===== config.mk =====
export PLATFORM = sky130hd
export DESIGN_NAME = irqc_top
export DESIGN_NICKNAME = d
export VERILOG_FILES = /design/src/hdl/irqc_pkg.sv /design/src/hdl/irqc_top.sv /design/src/hdl/irqc_entry_fsm.sv /design/src/hdl/irqc_priority.sv /design/src/hdl/irqc_latch.sv /design/src/hdl/irqc_timer.sv
export SDC_FILE = /design/constraint.sdc
export NUM_CORES = 1
export LEC_CHECK = 0
export ABC_AREA = 1
export ABC_CLOCK_PERIOD_IN_PS = 2420
export BUFFER_PORTS_ARGS = -buffer_cell sky130_fd_sc_hd__buf_2
export CAP_MARGIN = 5
export CELL_PAD_IN_SITES_DETAIL_PLACEMENT = 1
export CELL_PAD_IN_SITES_GLOBAL_PLACEMENT = 1
export CORE_ASPECT_RATIO = 1.25
export CORE_MARGIN = 4
export CORE_UTILIZATION = 35
export DETAILED_ROUTE_END_ITERATION = 6
export PLACE_DENSITY = 0.87
export SLEW_MARGIN = 30
export SYNTH_ARGS = -nofsm -noshare
export SYNTH_HDL_FRONTEND = slang
export SYNTH_SLANG_ARGS = --single-unit

===== constraint.sdc =====
create_clock -name clk -period 2.42 [get_ports clk]
set_input_delay 0.121 -clock clk [delete_from_list [all_inputs] [get_ports clk]]
set_output_delay 0.121 -clock clk [all_outputs]
set_load 0.1 [all_outputs]

===== src/hdl/irqc_pkg.sv =====
package irqc_pkg;

   // ######################################################################
   // Register access types
   // ######################################################################

   typedef logic [5:0]  reg_addr_t;     // Register address
   typedef logic [31:0] reg_data_t;     // Register write data

   // ######################################################################
   // Register map
   // ######################################################################

   // Interrupt return address
   localparam reg_addr_t addr_iret    = 6'h08;

   // Mask with one bit per line
   localparam reg_addr_t addr_imask   = 6'h09;

   // Direct latch write replaces the whole register
   localparam reg_addr_t addr_ilat    = 6'h0a;

   // Ones in the data set latch bits
   localparam reg_addr_t addr_ilatset = 6'h0b;

   // Ones in the data clear latch bits
   localparam reg_addr_t addr_ilatclr = 6'h0c;

   // Timer reload value in the low bits
   localparam reg_addr_t addr_timer   = 6'h0d;

   // ######################################################################
   // Vector table
   // ######################################################################

   // Vector k sits at ivt_base + 4*k
   localparam logic [31:0] ivt_base = 32'h0000_0040;

   // Entry machine states
   typedef enum logic [1:0] {
      st_idle  = 2'd0,                  // Waiting for a candidate
      st_entry = 2'd1,                  // One cycle of irq to the core
      st_hold  = 2'd2                   // Core busy, index held
   } entry_state_t;

endpackage

===== src/hdl/irqc_top.sv =====
`timescale 1ns/10ps

module irqc_top #(
   parameter int IRQW = 10,                   // Interrupt lines including the timer
   parameter int LAW  = 32,                   // Address width
   parameter int TW   = 16                    // Timer width
) (
   input  logic                clk,
   input  logic                nreset,
   // Register writes
   input  logic                reg_write,
   input  irqc_pkg::reg_addr_t reg_addr,
   input  irqc_pkg::reg_data_t reg_wdata,
   // External sources on bits 1 and up
   input  logic [IRQW-2:0]     ext_irq,
   // Core side
   input  logic [LAW-1:0]      pc_next,
   input  logic                rti,
   input  logic                global_irq_en,
   input  logic                core_wait,
   output logic                flush,
   output logic                irq,
   output logic [LAW-1:0]      irq_addr,
   // Register levels
   output logic [LAW-1:0]      iret_reg,
   output logic [IRQW-1:0]     imask_reg,
   output logic [IRQW-1:0]     ilat_reg,
   output logic [IRQW-1:0]     ipend_reg
);

   logic            timer_irq;
   logic [IRQW-1:0] irq_src;                  // Timer owns bit 0
   logic [IRQW-1:0] select;
   logic [IRQW-1:0] entry_clr;

   assign irq_src = {ext_irq, timer_irq};

   // ######################################################################
   // Blocks
   // ######################################################################
   irqc_timer #(.TW(TW)) u_timer (
      .clk       (clk),
      .nreset    (nreset),
      .reg_write (reg_write),
      .reg_addr  (reg_addr),
      .reg_wdata (reg_wdata),
      .timer_irq (timer_irq)
   );

   irqc_latch #(.IRQW(IRQW)) u_latch (
      .clk       (clk),
      .nreset    (nreset),
      .reg_write (reg_write),
      .reg_addr  (reg_addr),
      .reg_wdata (reg_wdata),
      .irq_src   (irq_src),
      .entry_clr (entry_clr),
      .ilat_reg  (ilat_reg),
      .imask_reg (imask_reg)
   );

   irqc_priority #(.IRQW(IRQW)) u_priority (
      .clk       (clk),
      .nreset    (nreset),
      .ilat_reg  (ilat_reg),
      .imask_reg (imask_reg),
      .entry_clr (entry_clr),
      .rti       (rti),
      .select    (select),
      .ipend_reg (ipend_reg)
   );

   irqc_entry_fsm #(.IRQW(IRQW), .LAW(LAW)) u_fsm (
      .clk           (clk),
      .nreset        (nreset),
      .select        (select),
      .global_irq_en (global_irq_en),
      .core_wait     (core_wait),
      .pc_next       (pc_next),
      .reg_write     (reg_write),
      .reg_addr      (reg_addr),
      .reg_wdata     (reg_wdata),
      .flush         (flush),
      .irq           (irq),
      .irq_addr      (irq_addr),
      .iret_reg      (iret_reg),
      .entry_clr     (entry_clr)
   );

endmodule


===== src/hdl/irqc_entry_fsm.sv =====
`timescale 1ns/10ps

module irqc_entry_fsm #(
   parameter int IRQW = 10,
   parameter int LAW  = 32
) (
   input  logic                clk,
   input  logic                nreset,
   input  logic [IRQW-1:0]     select,         // One-hot candidate
   input  logic                global_irq_en,
   input  logic                core_wait,      // Core cannot take an interrupt yet
   input  logic [LAW-1:0]      pc_next,        // Return address from the core
   input  logic                reg_write,
   input  irqc_pkg::reg_addr_t reg_addr,
   input  irqc_pkg::reg_data_t reg_wdata,
   output logic                flush,
   output logic                irq,
   output logic [LAW-1:0]      irq_addr,
   output logic [LAW-1:0]      iret_reg,
   output logic [IRQW-1:0]     entry_clr
);

   irqc_pkg::entry_state_t state;
   irqc_pkg::entry_state_t state_nxt;
   logic [IRQW-1:0]        entry_q;        // Captured index, one-hot
   logic [LAW-1:0]         vec_offset;
   logic                   take;
   logic                   wr_iret;

   assign wr_iret = reg_write & (reg_addr == irqc_pkg::addr_iret);
   assign take    = (|select) & global_irq_en;
   assign flush   = (state == irqc_pkg::st_idle) & take;   // Drain pipe before entry

   // ######################################################################
   // State machine
   // ######################################################################
   always_comb
   begin
      state_nxt = state;
      case (state)
         irqc_pkg::st_idle:
         begin
            if (take)
               state_nxt = core_wait ? irqc_pkg::st_hold : irqc_pkg::st_entry;
         end
         irqc_pkg::st_hold:
         begin
            if (!core_wait)
               state_nxt = irqc_pkg::st_entry;   // First edge after wait drops
         end
         default:
            state_nxt = irqc_pkg::st_idle;       // Entry lasts one cycle
      endcase
   end

   always_ff @(posedge clk or negedge nreset)
   begin
      if (!nreset)
      begin
         state   <= irqc_pkg::st_idle;
         entry_q <= '0;
      end
      else
      begin
         state <= state_nxt;
         if (flush)
            entry_q <= select;                   // Kept through hold
      end
   end

   assign irq       = (state == irqc_pkg::st_entry);
   assign entry_clr = {IRQW{irq}} & entry_q;

   // Vector address
   always_comb
   begin
      vec_offset = '0;
      for (int i = 0; i < IRQW; i++)
         if (entry_q[i])
            vec_offset = vec_offset | LAW'(4 * i);
   end

   assign irq_addr = LAW'(irqc_pkg::ivt_base) + vec_offset;

   // Return address where entry beats a software write
   always_ff @(posedge clk or negedge nreset)
   begin
      if (!nreset)
         iret_reg <= '0;
      else if (state_nxt == irqc_pkg::st_entry)
         iret_reg <= pc_next;
      else if (wr_iret)
         iret_reg <= LAW'(reg_wdata);
   end

endmodule


===== src/hdl/irqc_priority.sv =====
`timescale 1ns/10ps

module irqc_priority #(
   parameter int IRQW = 10
) (
   input  logic            clk,
   input  logic            nreset,
   input  logic [IRQW-1:0] ilat_reg,
   input  logic [IRQW-1:0] imask_reg,
   input  logic [IRQW-1:0] entry_clr,     // Index being entered
   input  logic            rti,           // Return from interrupt strobe
   output logic [IRQW-1:0] select,        // One-hot best candidate
   output logic [IRQW-1:0] ipend_reg      // Nesting stack, one bit per level
);

   localparam logic [IRQW-1:0] lsb_one = {{(IRQW-1){1'b0}}, 1'b1};

   logic [IRQW-1:0] masked;                // Latched and enabled
   logic [IRQW-1:0] masked_low;            // Lowest enabled latched index
   logic [IRQW-1:0] pend_low;              // Lowest active nesting level
   logic [IRQW-1:0] pend_guard;            // Indices allowed to preempt
   logic [IRQW-1:0] ipend_pop;
   logic [IRQW-1:0] ipend_nxt;

   // ######################################################################
   // Candidate pick
   // ######################################################################

   // Index 0 is highest priority
   assign masked = ilat_reg & ~imask_reg;

   // Isolate lowest set bit with two's complement
   assign masked_low = masked & (~masked + lsb_one);

   // Same trick for the innermost active level
   assign pend_low = ipend_reg & (~ipend_reg + lsb_one);

   // Bits strictly below the lowest pending bit
   // Empty ipend wraps to all ones, so everything may enter
   assign pend_guard = pend_low - lsb_one;

   // At most one bit
   assign select = masked_low & pend_guard;

   // ######################################################################
   // Nesting register
   // ######################################################################

   // rti retires the innermost level only
   assign ipend_pop = {IRQW{rti}} & pend_low;

   // Entry pushes a new, strictly lower level
   assign ipend_nxt = (ipend_reg & ~ipend_pop) | entry_clr;

   always_ff @(posedge clk or negedge nreset)
   begin
      if (!nreset)
         ipend_reg <= '0;
      else
         ipend_reg <= ipend_nxt;            // Depth bounded by IRQW
   end

   // Note the guard makes select lower than every pending bit,
   // so a push never lands on an occupied level

endmodule


===== src/hdl/irqc_latch.sv =====
`timescale 1ns/10ps

module irqc_latch #(
   parameter int IRQW = 10
) (
   input  logic                clk,
   input  logic                nreset,
   input  logic                reg_write,
   input  irqc_pkg::reg_addr_t reg_addr,
   input  irqc_pkg::reg_data_t reg_wdata,
   input  logic [IRQW-1:0]     irq_src,      // Raw source lines with the timer on bit 0
   input  logic [IRQW-1:0]     entry_clr,    // One-hot clear from the entry FSM
   output logic [IRQW-1:0]     ilat_reg,
   output logic [IRQW-1:0]     imask_reg
);

   logic [IRQW-1:0] src_q;                   // Sampled sources
   logic [IRQW-1:0] shadow;                  // Previous sample
   logic [IRQW-1:0] src_event;               // Rising edges
   logic [IRQW-1:0] ilat_base;
   logic [IRQW-1:0] ilat_set;
   logic [IRQW-1:0] ilat_clr;
   logic            wr_ilat;
   logic            wr_ilatset;
   logic            wr_ilatclr;
   logic            wr_imask;

   // Write decode
   assign wr_ilat    = reg_write & (reg_addr == irqc_pkg::addr_ilat);
   assign wr_ilatset = reg_write & (reg_addr == irqc_pkg::addr_ilatset);
   assign wr_ilatclr = reg_write & (reg_addr == irqc_pkg::addr_ilatclr);
   assign wr_imask   = reg_write & (reg_addr == irqc_pkg::addr_imask);

   // ######################################################################
   // Edge detect with a sample stage then shadow
   // ######################################################################
   always_ff @(posedge clk or negedge nreset)
   begin
      if (!nreset)
      begin
         src_q  <= '0;
         shadow <= '0;
      end
      else
      begin
         src_q  <= irq_src;
         shadow <= src_q;
      end
   end

   assign src_event = src_q & ~shadow;

   // Latch next value
   assign ilat_base = wr_ilat ? reg_wdata[IRQW-1:0] : ilat_reg;  // Direct write replaces
   assign ilat_set  = {IRQW{wr_ilatset}} & reg_wdata[IRQW-1:0];
   assign ilat_clr  = ({IRQW{wr_ilatclr}} & reg_wdata[IRQW-1:0]) | entry_clr;

   always_ff @(posedge clk or negedge nreset)
   begin
      if (!nreset)
         ilat_reg <= '0;
      else
         ilat_reg <= ((ilat_base | ilat_set) & ~ilat_clr) | src_event;  // Event beats clear
   end

   // Mask register
   always_ff @(posedge clk or negedge nreset)
   begin
      if (!nreset)
         imask_reg <= '0;
      else if (wr_imask)
         imask_reg <= reg_wdata[IRQW-1:0];
   end

endmodule


===== src/hdl/irqc_timer.sv =====
`timescale 1ns/10ps

module irqc_timer #(
   parameter int TW = 16
) (
   input  logic                clk,
   input  logic                nreset,
   input  logic                reg_write,
   input  irqc_pkg::reg_addr_t reg_addr,
   input  irqc_pkg::reg_data_t reg_wdata,
   output logic                timer_irq      // One-cycle pulse per period
);

   logic [TW-1:0] reload;                     // Zero means stopped
   logic [TW-1:0] count;
   logic          wr_timer;
   logic          running;

   assign wr_timer = reg_write & (reg_addr == irqc_pkg::addr_timer);
   assign running  = |reload;

   // ######################################################################
   // Countdown with a period of reload + 1
   // ######################################################################
   always_ff @(posedge clk or negedge nreset)
   begin
      if (!nreset)
      begin
         reload    <= '0;
         count     <= '0;
         timer_irq <= 1'b0;
      end
      else if (wr_timer)
      begin
         reload    <= reg_wdata[TW-1:0];      // Restart from new value
         count     <= reg_wdata[TW-1:0];
         timer_irq <= 1'b0;
      end
      else if (!running)
         timer_irq <= 1'b0;
      else if (count == '0)
      begin
         count     <= reload;                 // Reload and fire
         timer_irq <= 1'b1;
      end
      else
      begin
         count     <= count - 1'b1;
         timer_irq <= 1'b0;
      end
   end

   // timer_irq drops after one cycle, so each period
   // gives a fresh rising edge to the latch

endmodule


==> results.ini, run 1 <==
[floorplanning]
die_w_um=130
dieHeight_um=161
die_area_mm2=0.0209
core_mm2=0.0182
io_pins=181
start_util=0.358
rows=55

[run_status]
violations=setup timing
status=finished, violations left

[cells_and_area]
largest_reg_flops=32
drive_above_1_share=0.248
regArea_mm2=0.00322
final_nets=1155
n_antenna_cell=0
nFillCells=2271
area_growth_pct=33.1
multi_input_area_mm2=0.00275
finish.instance_area_mm2=0.00869

[global_route]
grt_pass1_vias=7228
antenna_found_initial=0
grt_pass1_wl_um=37700
grt_max_degree=66
track_usage=0.229
grt_overflow=0

[logic_synthesis]
yosysTopAreaCell=dfrtp_1
synthTopCellsByArea=dfrtp_1 (49%), nand2_1 (14%), inv_1 (7.0%)
ys_ff_latch=127
avgSynthCellArea_um2=7.57
synth_cell_types=32
ys_seq_area_frac=0.487
yosysMostFrequentCell=nand2_1
synth_common_cells=nand2_1 (247), dfrtp_1 (127), inv_1 (122), nand3_1 (91), o21ai_0 (81)
synthArstFlopShare=1.00
synth_edf_count=0
yosys_warnings=0
synth_top_area_frac=0.487
netlist_instances=863
netlist_area_mm2=0.00653
synth_ff_type=dfrtp_1

[placed_design]
dpl.hpwl_um=16300
io_buffers=152
place_area_mm2=0.00754
gp_congestion=0.909

[sta]
rsz0062_at_grt=yes
clock.fmax_mhz=403
relSlewSlack=0.575
tightestPinTransition_ns=0.638
finalClockSkew_ns=0.0104
setup_violations=1
period_needed_ns=2.48
hold_viol=0
min_period_over_period=1.03
setup_slack_ns=-0.0641
final_max_slew_viol_count=0

[cts]
clk_path_buf_depth=2
root_buffer=clkbuf_16
htree_levels=4
clk_latency_ns=0.43
tritoncts=yes
clkTransAtPathRegs_ns=0.06
clkSinkCount=127
cts_made_buffers=17

[route]
drtIter0Drc=480
firstDrtPassIters=5
vias_per_cell=5.18
wl_per_cell_um=18.8
vias=6780
ant_nets=0
wl_um=24600
drc_errors=0

[power_and_ir_drop]
finalPower_mw=12.6
powerDensity_mw_per_mm2=1450
ir_drop_v=0.00115
leakage_nw=4.61

[run]
max-cap-violations=0

[worst_setup_path]
path_max_fanout=4
cp.required_ns=2.30
critPathCaptureType=output port
cp.arrival_ns=2.36
crit_type=reg -> out
startpoint_type=flip-flop
r2r_slack_ns=0.08

[hold_path]
hold_path_class=in -> reg

[where the power goes]
| group | internal (mW) | switching, mW | total (mW) | leakage [nW] |
|---|---|---|---|---|
| Clock | 1.48 | 0.935 | 2.42 | 0.271 |
| Combinational | 1.48 | 5.47 | 6.95 | 2.85 |
| Sequential | 2.74 | 0.461 | 3.20 | 1.50 |
| Total | 5.70 | 6.87 | 12.6 | 4.61 |
[metal layers]
| layer | vias up | share of wire | GRT usage |
|---|---|---|---|
| met5 | - | 0 | 0 |
| met4 | 0 | 0.035 | 0.0945 |
| met3 | 68 | 0.058 | 0.0506 |
| met2 | 240 | 0.51 | 0.383 |
| met1 | 3365 | 0.40 | 0.283 |
| li1 | 3107 | - | - |
[worst paths after layout]
kind / startpoint / to / cells past startpoint
max: u_latch.imask_reg[2] / flush / 9
min: reg_wdata[19] / u_fsm.iret_reg[19] / 5
max reg2reg: u_latch.imask_reg[2] / u_fsm.entry_q[6] / 11
min reg2reg: u_timer.timer_irq / u_latch.src_q[0] / 0
max in group asynchronous: nreset / u_priority.ipend_reg[2] / 3
min in group asynchronous: nreset / u_latch.src_q[1] / 2
[critical path: stages (launching register included)]
cell and delay, ns:
dfrtp_2 0.43, nor2_1 0.32, nor2_1 0.13, nand2_1 0.19
nor2_2 0.07, nor2_1 0.16, nand3_2 0.11, nand4_1 0.16
clkinvlp_4 0.18, buf_12 0.20
[cell families (layout without fill, tap and decap cells)]
group | Yosys count | in the layout | share of synthesized area
AND/OR/NAND/NOR | 423 | 423 | 0.271
buffers and inverters | 182 | 374 | 0.126
flip-flops | 127 | 127 | 0.487
AO/OA/AOI/OAI | 124 | 124 | 0.107
XOR/XNOR | 3 | 3 | 0.00402
adder cells (fa/ha/maj) | 2 | 2 | 0.00383
other | 2 | 28 | 0.00115
[through the flow]
stage               setup TNS [ns]  hold WS (ns)  utilization  worst slack (ns)  std cells
global placement                 0         0.171        0.414             0.295       1226
global route                -0.315        0.0235        0.477            -0.184       1309
CTS                              0      0.000601        0.468           0.00198       1301
detailed placement               0         0.175        0.414             0.210       1226
finish                     -0.0641        0.0103        0.477           -0.0641       1309
floorplan                        0        -0.175            -           0.00256        889
[cell usage in the layout (no fill, tap or decap), types with 5 or more instances in the layout]
cell / count
clkbuf_1: 5
nand3_1: 87
conb_1: 28
dfrtp_1: 97
nand4_1: 7
buf_4: 24
inv_1: 120
clkinv_2: 5
nand2_1: 241
a21oi_1: 6
clkbuf_16: 17
o221ai_1: 9
nor2_2: 8
nor2_4: 5
dfrtp_2: 27
nor3_1: 8
o21ai_0: 80
dlygate4sd3_1: 40
nand2_2: 5
nor2_1: 50
buf_2: 150
o22ai_1: 17
o211ai_1: 8
[layout make-up]
type / instances / share of cell area
inverters: 122 / 0.0531
flip-flops and latches: 127 / 0.371
well taps: 228 / 0.0328
clock buffers: 25 / 0.0559
clock inverters: 7 / 0.00720
repair buffers: 220 / 0.164
multi-input cells: 580 / 0.316
[what timing repair did]
item,in CTS,in global routing
setup endpoints to repair,1,35
pin swaps,2,13
setup buffers,3,9
hold buffers,40,0
cloned,0,0
gates resized for setup,5,27
endpoints found under the hold margin,100,0
Note: power is estimated with default switching activity, not from simulation.
==> inputs of run 2 (changes only) <==
Settings changed: PLACE_DENSITY 0.87 to 0.79.
==> run 2 against run 1 <==
  * The flow finishes with violations (hold timing)
  * Clock power is 15% higher
  * Die area is the same
  * Register-to-register slack improved by 0.16 ns
  * Clock skew shrank 0.0059 ns
  * Global-route usage decreased by 0.32 points
  * Fmax is 4.5% higher
  * Critical path type unchanged
==> results.ini, run 2 (synthesis gave the netlist of run 1 again) <==
[run_status]
status=finished, violations left
violations=hold timing

[sta]
final_max_slew_viol_count=0  ; unchanged
min_period_over_period=0.982  ; -0.0443
finalClockSkew_ns=0.00444  ; -0.00594 ns
whs_ns=-0.00124  ; -0.0115 ns
relSlewSlack=0.550  ; -0.0248
clock.fmax_mhz=421  ; +4.5%
period_needed_ns=2.38  ; -0.107 ns
rsz0062_at_grt=yes
hold_viol=1  ; +1
setup_violations=0  ; -1
tightestPinTransition_ns=0.674  ; +0.0365 ns

[route]
firstDrtPassIters=6  ; +1
drc_errors=0  ; unchanged
wl_um=23300  ; -5.6%
drtIter0Drc=381  ; -21%
ant_nets=0  ; unchanged
wl_per_cell_um=17.6  ; -6.3%
vias_per_cell=5.03  ; -2.9%
vias=6635  ; -2.1%

[cts]
htree_levels=4  ; unchanged
clkTransAtPathRegs_ns=0.06  ; about the same
cts_made_buffers=17  ; unchanged
clkSinkCount=127  ; unchanged
tritoncts=yes
clk_latency_ns=0.43  ; about the same
clk_path_buf_depth=2  ; unchanged
root_buffer=clkbuf_16

[cells_and_area]
drive_above_1_share=0.236  ; -0.0114
nFillCells=2265  ; -0.26%
final_nets=1165  ; +0.87%
largest_reg_flops=32  ; unchanged
finish.instance_area_mm2=0.00881  ; +1.4%
layout_commonest_cell=nand2_1
fin_cells=1319  ; +0.76%
n_antenna_cell=0  ; unchanged
area_growth_pct=34.9
final_cell_mix=nand2_1 (244), buf_2 (150), inv_1 (121), dfrtp_1 (97), nand3_1 (90)

[worst_setup_path]
endpoint=flush
path_max_fanout=5  ; +1
crit_type=reg -> out
rr_startpoint=u_priority.ipend_reg[0]
cp.arrival_ns=2.26  ; -0.10 ns
r2r_end=u_fsm.iret_reg[28]
critPathCaptureType=output port
cp-startpoint=u_priority.ipend_reg[0]
r2r_slack_ns=0.24  ; +0.16 ns
r2r_cells=15  ; +4
cp.required_ns=2.30  ; about the same
startpoint_type=flip-flop

[floorplanning]
io_pins=181  ; unchanged
dieHeight_um=161  ; unchanged
die_w_um=130  ; unchanged
core_mm2=0.0182  ; unchanged
rows=55  ; unchanged
die_area_mm2=0.0209  ; unchanged
start_util=0.358  ; unchanged

[global_route]
antenna_found_initial=0  ; unchanged
grt_overflow=0  ; unchanged
grt_pass1_vias=7057  ; -2.4%
track_usage=0.226  ; -0.00317
grt_pass1_wl_um=36800  ; -2.3%
grt_max_degree=55  ; -17%

[power_and_ir_drop]
leakage_nw=4.65  ; +0.80%
powerDensity_mw_per_mm2=1430  ; -1.3%
finalPower_mw=12.6  ; about the same
ir_drop_v=0.000916  ; -20%

[placed_design]
gp_congestion=0.901  ; -0.89%
place_area_mm2=0.00757  ; +0.41%
place_inst=1229  ; +0.24%
io_buffers=152  ; unchanged
dpl.hpwl_um=16100  ; -1.6%

[run]
max-cap-violations=0  ; unchanged

[hold_path]
hold_path_class=in -> reg

[run 2: changes by cell type in the layout (fill, tap and decap cells not counted), moves of 4 or more]
cell / before / now
dlygate4sd3_1: 40 / 54
nor2_1: 50 / 54
clkinv_2: 5 / 1
clkbuf_1: 5 / 0
inv_6: 0 / 4
[run 2: worst max-delay path: stages (launching register included)]
cell and delay (ns):
dfrtp_4 0.50, nor2_4 0.20, nand2_2 0.11, nor2_1 0.14, nand3_1 0.11, nor2_2 0.13
nor2_1 0.06, nand3_2 0.08, nand4_1 0.15, clkinvlp_4 0.16, buf_12 0.18
[run 2: worst min path at each step]
stage                 startpoint              endpoint  slack (ns)  cells past startpoint
detailed placement        nreset  u_latch.imask_reg[3]         0.1                      1
CTS                 reg_wdata[7]     u_timer.reload[7]       0.003                      3
global route        reg_wdata[2]     u_timer.reload[2]        0.01                      3
finish              reg_wdata[7]     u_timer.reload[7]      -0.001                      3
global placement          nreset      u_latch.src_q[3]        0.09                      1
floorplan                 nreset      u_fsm.entry_q[0]       -0.17                      0
[run 2: metrics by stage]
step / setup WS, ns / utilization / TNS, ns / hold slack (ns)
6_report: 0.0432 / 0.483 / 0 / -0.00124
5_1_grt: -0.0853 / 0.483 / -0.0853 / 0.0105
4_1_cts: 0.0383 / 0.480 / 0 / 0.00257
3_5_place_dp: 0.298 / 0.415 / 0 / 0.0994
3_3_place_gp: 0.390 / 0.415 / 0 / 0.0937
2_1_floorplan: 0.00256 / - / 0 / -0.175
[run 2: per-layer routing]
layer,vias to the layer above,share of wire,GRT usage
li1,3133,-,-
met5,-,0,0
met2,226,0.52,0.397
met4,0,0.023,0.0874
met1,3236,0.39,0.267
met3,40,0.067,0.0456
[run 2: cell type report]
cell class	instances	area [um2]	area share
flip-flops and latches	127	3220	0.366
clock inverters	15	209	0.0237
inverters	122	462	0.0524
clock buffers	17	425	0.0483
well taps	228	285	0.0324
repair buffers	230	1540	0.174
multi-input cells	580	2670	0.303
[run 2: report_power, final]
group,internal (mW),leakage (nW),switching (mW)
clock network,1.74,0.301,1.04
logic,1.36,2.85,5.27
registers,2.74,1.50,0.435
[run 2: repair_timing]
| item | CTS | global route |
|---|---|---|
| hold buffers | 54 | 0 |
| setup endpoints to repair | 1 | 1 |
| setup buffers | 1 | 3 |
| pin swaps | 0 | 6 |
| hold endpoints to repair | 71 | 0 |
| resized for setup | 0 | 10 |
==> inputs of run 3 (changes only) <==
Settings changed: BUFFER_PORTS_ARGS -buffer_cell sky130_fd_sc_hd__buf_2 to -buffer_cell sky130_fd_sc_hd__buf_4.
==> run 3 against run 2 <==
  * The flow now finishes without violations
  * Wire length grew 3.0%
  * Global-route usage increased by 0.54 points
  * Final cell count up 0.61%
  * Cell area rose by 4.5%
  * Die area did not move
  * Setup slack lost 0.017 ns
  * Largest power group unchanged
==> results.ini, run 3 (synthesis gave the netlist of run 1 again) <==
[run_status]
status=complete, no violations

[cells_and_area]
final_cell_mix=nand2_1 (244), buf_4 (176), inv_1 (121), dfrtp_1 (97), nand3_1 (90)
multi_input_area_mm2=0.00266  ; -0.33%
nFillCells=2205  ; -2.6%
area_growth_pct=40.9
largest_reg_flops=32  ; unchanged
regArea_mm2=0.00322  ; unchanged
final_nets=1172  ; +0.60%
layout_commonest_cell=nand2_1
drive_above_1_share=0.234  ; -0.00242

[worst_setup_path]
critPathCaptureType=output port
cpLargestDelayFamily=simple AND/OR/NAND/NOR gates
startpoint_type=flip-flop
crit_chain=nor2_4, nand2_2, nor2_1, nand2_1, nor2_2, o21ai_1, nand3_2, nand4_1, clkinvlp_4, buf_12
cp.arrival_ns=2.27  ; about the same
r2r_end=u_fsm.iret_reg[29]
cp_num_buf_inv=2  ; unchanged
cp.required_ns=2.30  ; about the same
r2r_cells=13  ; -2
cp_slowest_cell=dfrtp_4
crit_type=reg -> out
rr_startpoint=u_priority.ipend_reg[0]
slowest_delay_ns=0.50  ; about the same
path_max_fanout=5  ; unchanged
r2r_slack_ns=0.23  ; about the same

[floorplanning]
die_w_um=130  ; unchanged
die_area_mm2=0.0209  ; unchanged
start_util=0.358  ; unchanged
core_mm2=0.0182  ; unchanged
rows=55  ; unchanged
io_pins=181  ; unchanged
dieHeight_um=161  ; unchanged

[global_route]
grt_overflow=0  ; unchanged
grt_pass1_wl_um=37900  ; +3.0%
antenna_found_initial=1  ; +1
grt_max_degree=84  ; +53%
track_usage=0.231  ; +0.00537
grt_pass1_vias=7268  ; +3.0%

[cts]
htree_levels=4  ; unchanged
clkTransAtPathRegs_ns=0.06  ; about the same
clk_path_buf_depth=2  ; unchanged
cts_made_buffers=17  ; unchanged
root_buffer=clkbuf_16
clkSinkCount=127  ; unchanged
clk_latency_ns=0.43  ; about the same
tritoncts=yes

[hold_path]
hold_path_class=in -> reg
hold_depth=5  ; +2
holdCritStartpoint=pc_next[17]
hold_end=u_fsm.iret_reg[17]

[placed_design]
dpl.hpwl_um=16400  ; +1.8%
io_buffers=152  ; unchanged
gp_congestion=0.866  ; -3.9%
dpl_worst_slack_ns=0.273  ; -0.0241 ns

[run]
max-cap-violations=0  ; unchanged

[sta]
tightestPinTransition_ns=0.589  ; -0.0849 ns
setup_violations=0  ; unchanged
relSlewSlack=0.607  ; +0.0567
period_needed_ns=2.39  ; +0.0166 ns
rsz0062_at_grt=yes
clock.fmax_mhz=418  ; -0.69%
setup_slack_ns=0.0266  ; -0.0166 ns
final_max_slew_viol_count=0  ; unchanged
finalClockSkew_ns=0.00749  ; +0.00305 ns
hold_viol=0  ; -1
min_period_over_period=0.989  ; +0.00686
whs_ns=0.00109  ; +0.00232 ns

[route]
drtIter0Drc=369  ; -3.1%
vias=6718  ; +1.3%
ant_nets=0  ; unchanged
wl_per_cell_um=18.0  ; +2.3%
wl_um=23900  ; +3.0%
firstDrtPassIters=4  ; -2
drc_errors=0  ; unchanged
vias_per_cell=5.06  ; +0.64%

[power_and_ir_drop]
leakage_nw=4.80  ; +3.2%
powerDensity_mw_per_mm2=1390  ; -2.8%
ir_drop_v=0.000922  ; +0.70%

-- run 3: changes by cell type in the layout (fill, tap and decap cells not counted), moves of 2 or more --
cell,change
buf_4,+154
buf_2,-150
dlygate4sd3_1,+4
inv_6,-4
clkinv_4,+3
clkinv_2,+2
clkinvlp_4,-2
nor2_1,+2
nor2_2,-2
-- run 3: how the worst max path moves through the flow --
stage | from | to | slack (ns) | cells after the start
after floorplan | u_latch.ilat_reg[2] | u_fsm.entry_q[2] | 0.003 | 10
after global placement | u_priority.ipend_reg[2] | u_fsm.iret_reg[12] | 0.35 | 13
after detailed placement | u_priority.ipend_reg[2] | u_fsm.iret_reg[0] | 0.27 | 13
after CTS | u_priority.ipend_reg[0] | flush | 0.01 | 10
after global routing | u_priority.ipend_reg[0] | flush | -0.08 | 10
final | u_priority.ipend_reg[0] | flush | 0.03 | 10
-- run 3: repair_timing --
item	CTS	global route
gates resized for setup	4	6
buffers inserted	2	4
endpoints found under the hold margin	184	0
hold buffers	58	0
pin swaps	0	3
endpoints found under the setup margin	1	2
-- run 3: per-stage QoR --
step           instance area [um2]  total power [mW]  instances  setup TNS, ns  utilization
4_1_cts                       9150              12.7       1322              0        0.502
3_5_place_dp                  7930              9.91       1230              0        0.435
6_report                      9200              12.8       1327              0        0.505
3_3_place_gp                  7930              9.76       1230              0        0.435
5_1_grt                       9200              13.5       1327        -0.0787        0.505
2_1_floorplan                 6680              8.27        889              0            -
-- run 3: worst min-delay path: cells and delay by family --
| kind | cells | cell delay (ns) |
|---|---|---|
| buf+inv | 2 | 0.11 |
| simple gates | 3 | 0.17 |
-- run 3: layout make-up --
class	count	share of cell area
Clock buffer	19	0.0481
Inverter	122	0.0502
Sequential cell	127	0.350
Multi-Input combinational cell	580	0.289
Clock inverter	13	0.0179
Timing Repair Buffer	237	0.213
Tap cell	228	0.0310
Antenna cell	1	0.000272
-- run 3: per-layer routing --
metal | vias to the layer above | global-route usage | part of all wire
li1 | 3155 | - | -
met1 | 3312 | 0.280 | 0.40
met2 | 208 | 0.398 | 0.52
met3 | 43 | 0.0516 | 0.061
met4 | 0 | 0.0851 | 0.024
met5 | - | 0 | 0
-- run 3: power breakdown --
group	internal [mW]	switching, mW	leakage (nW)	total, mW
clock network	1.65	0.986	0.297	2.63
registers	2.74	0.453	1.50	3.19
logic	1.64	5.30	3.00	6.94
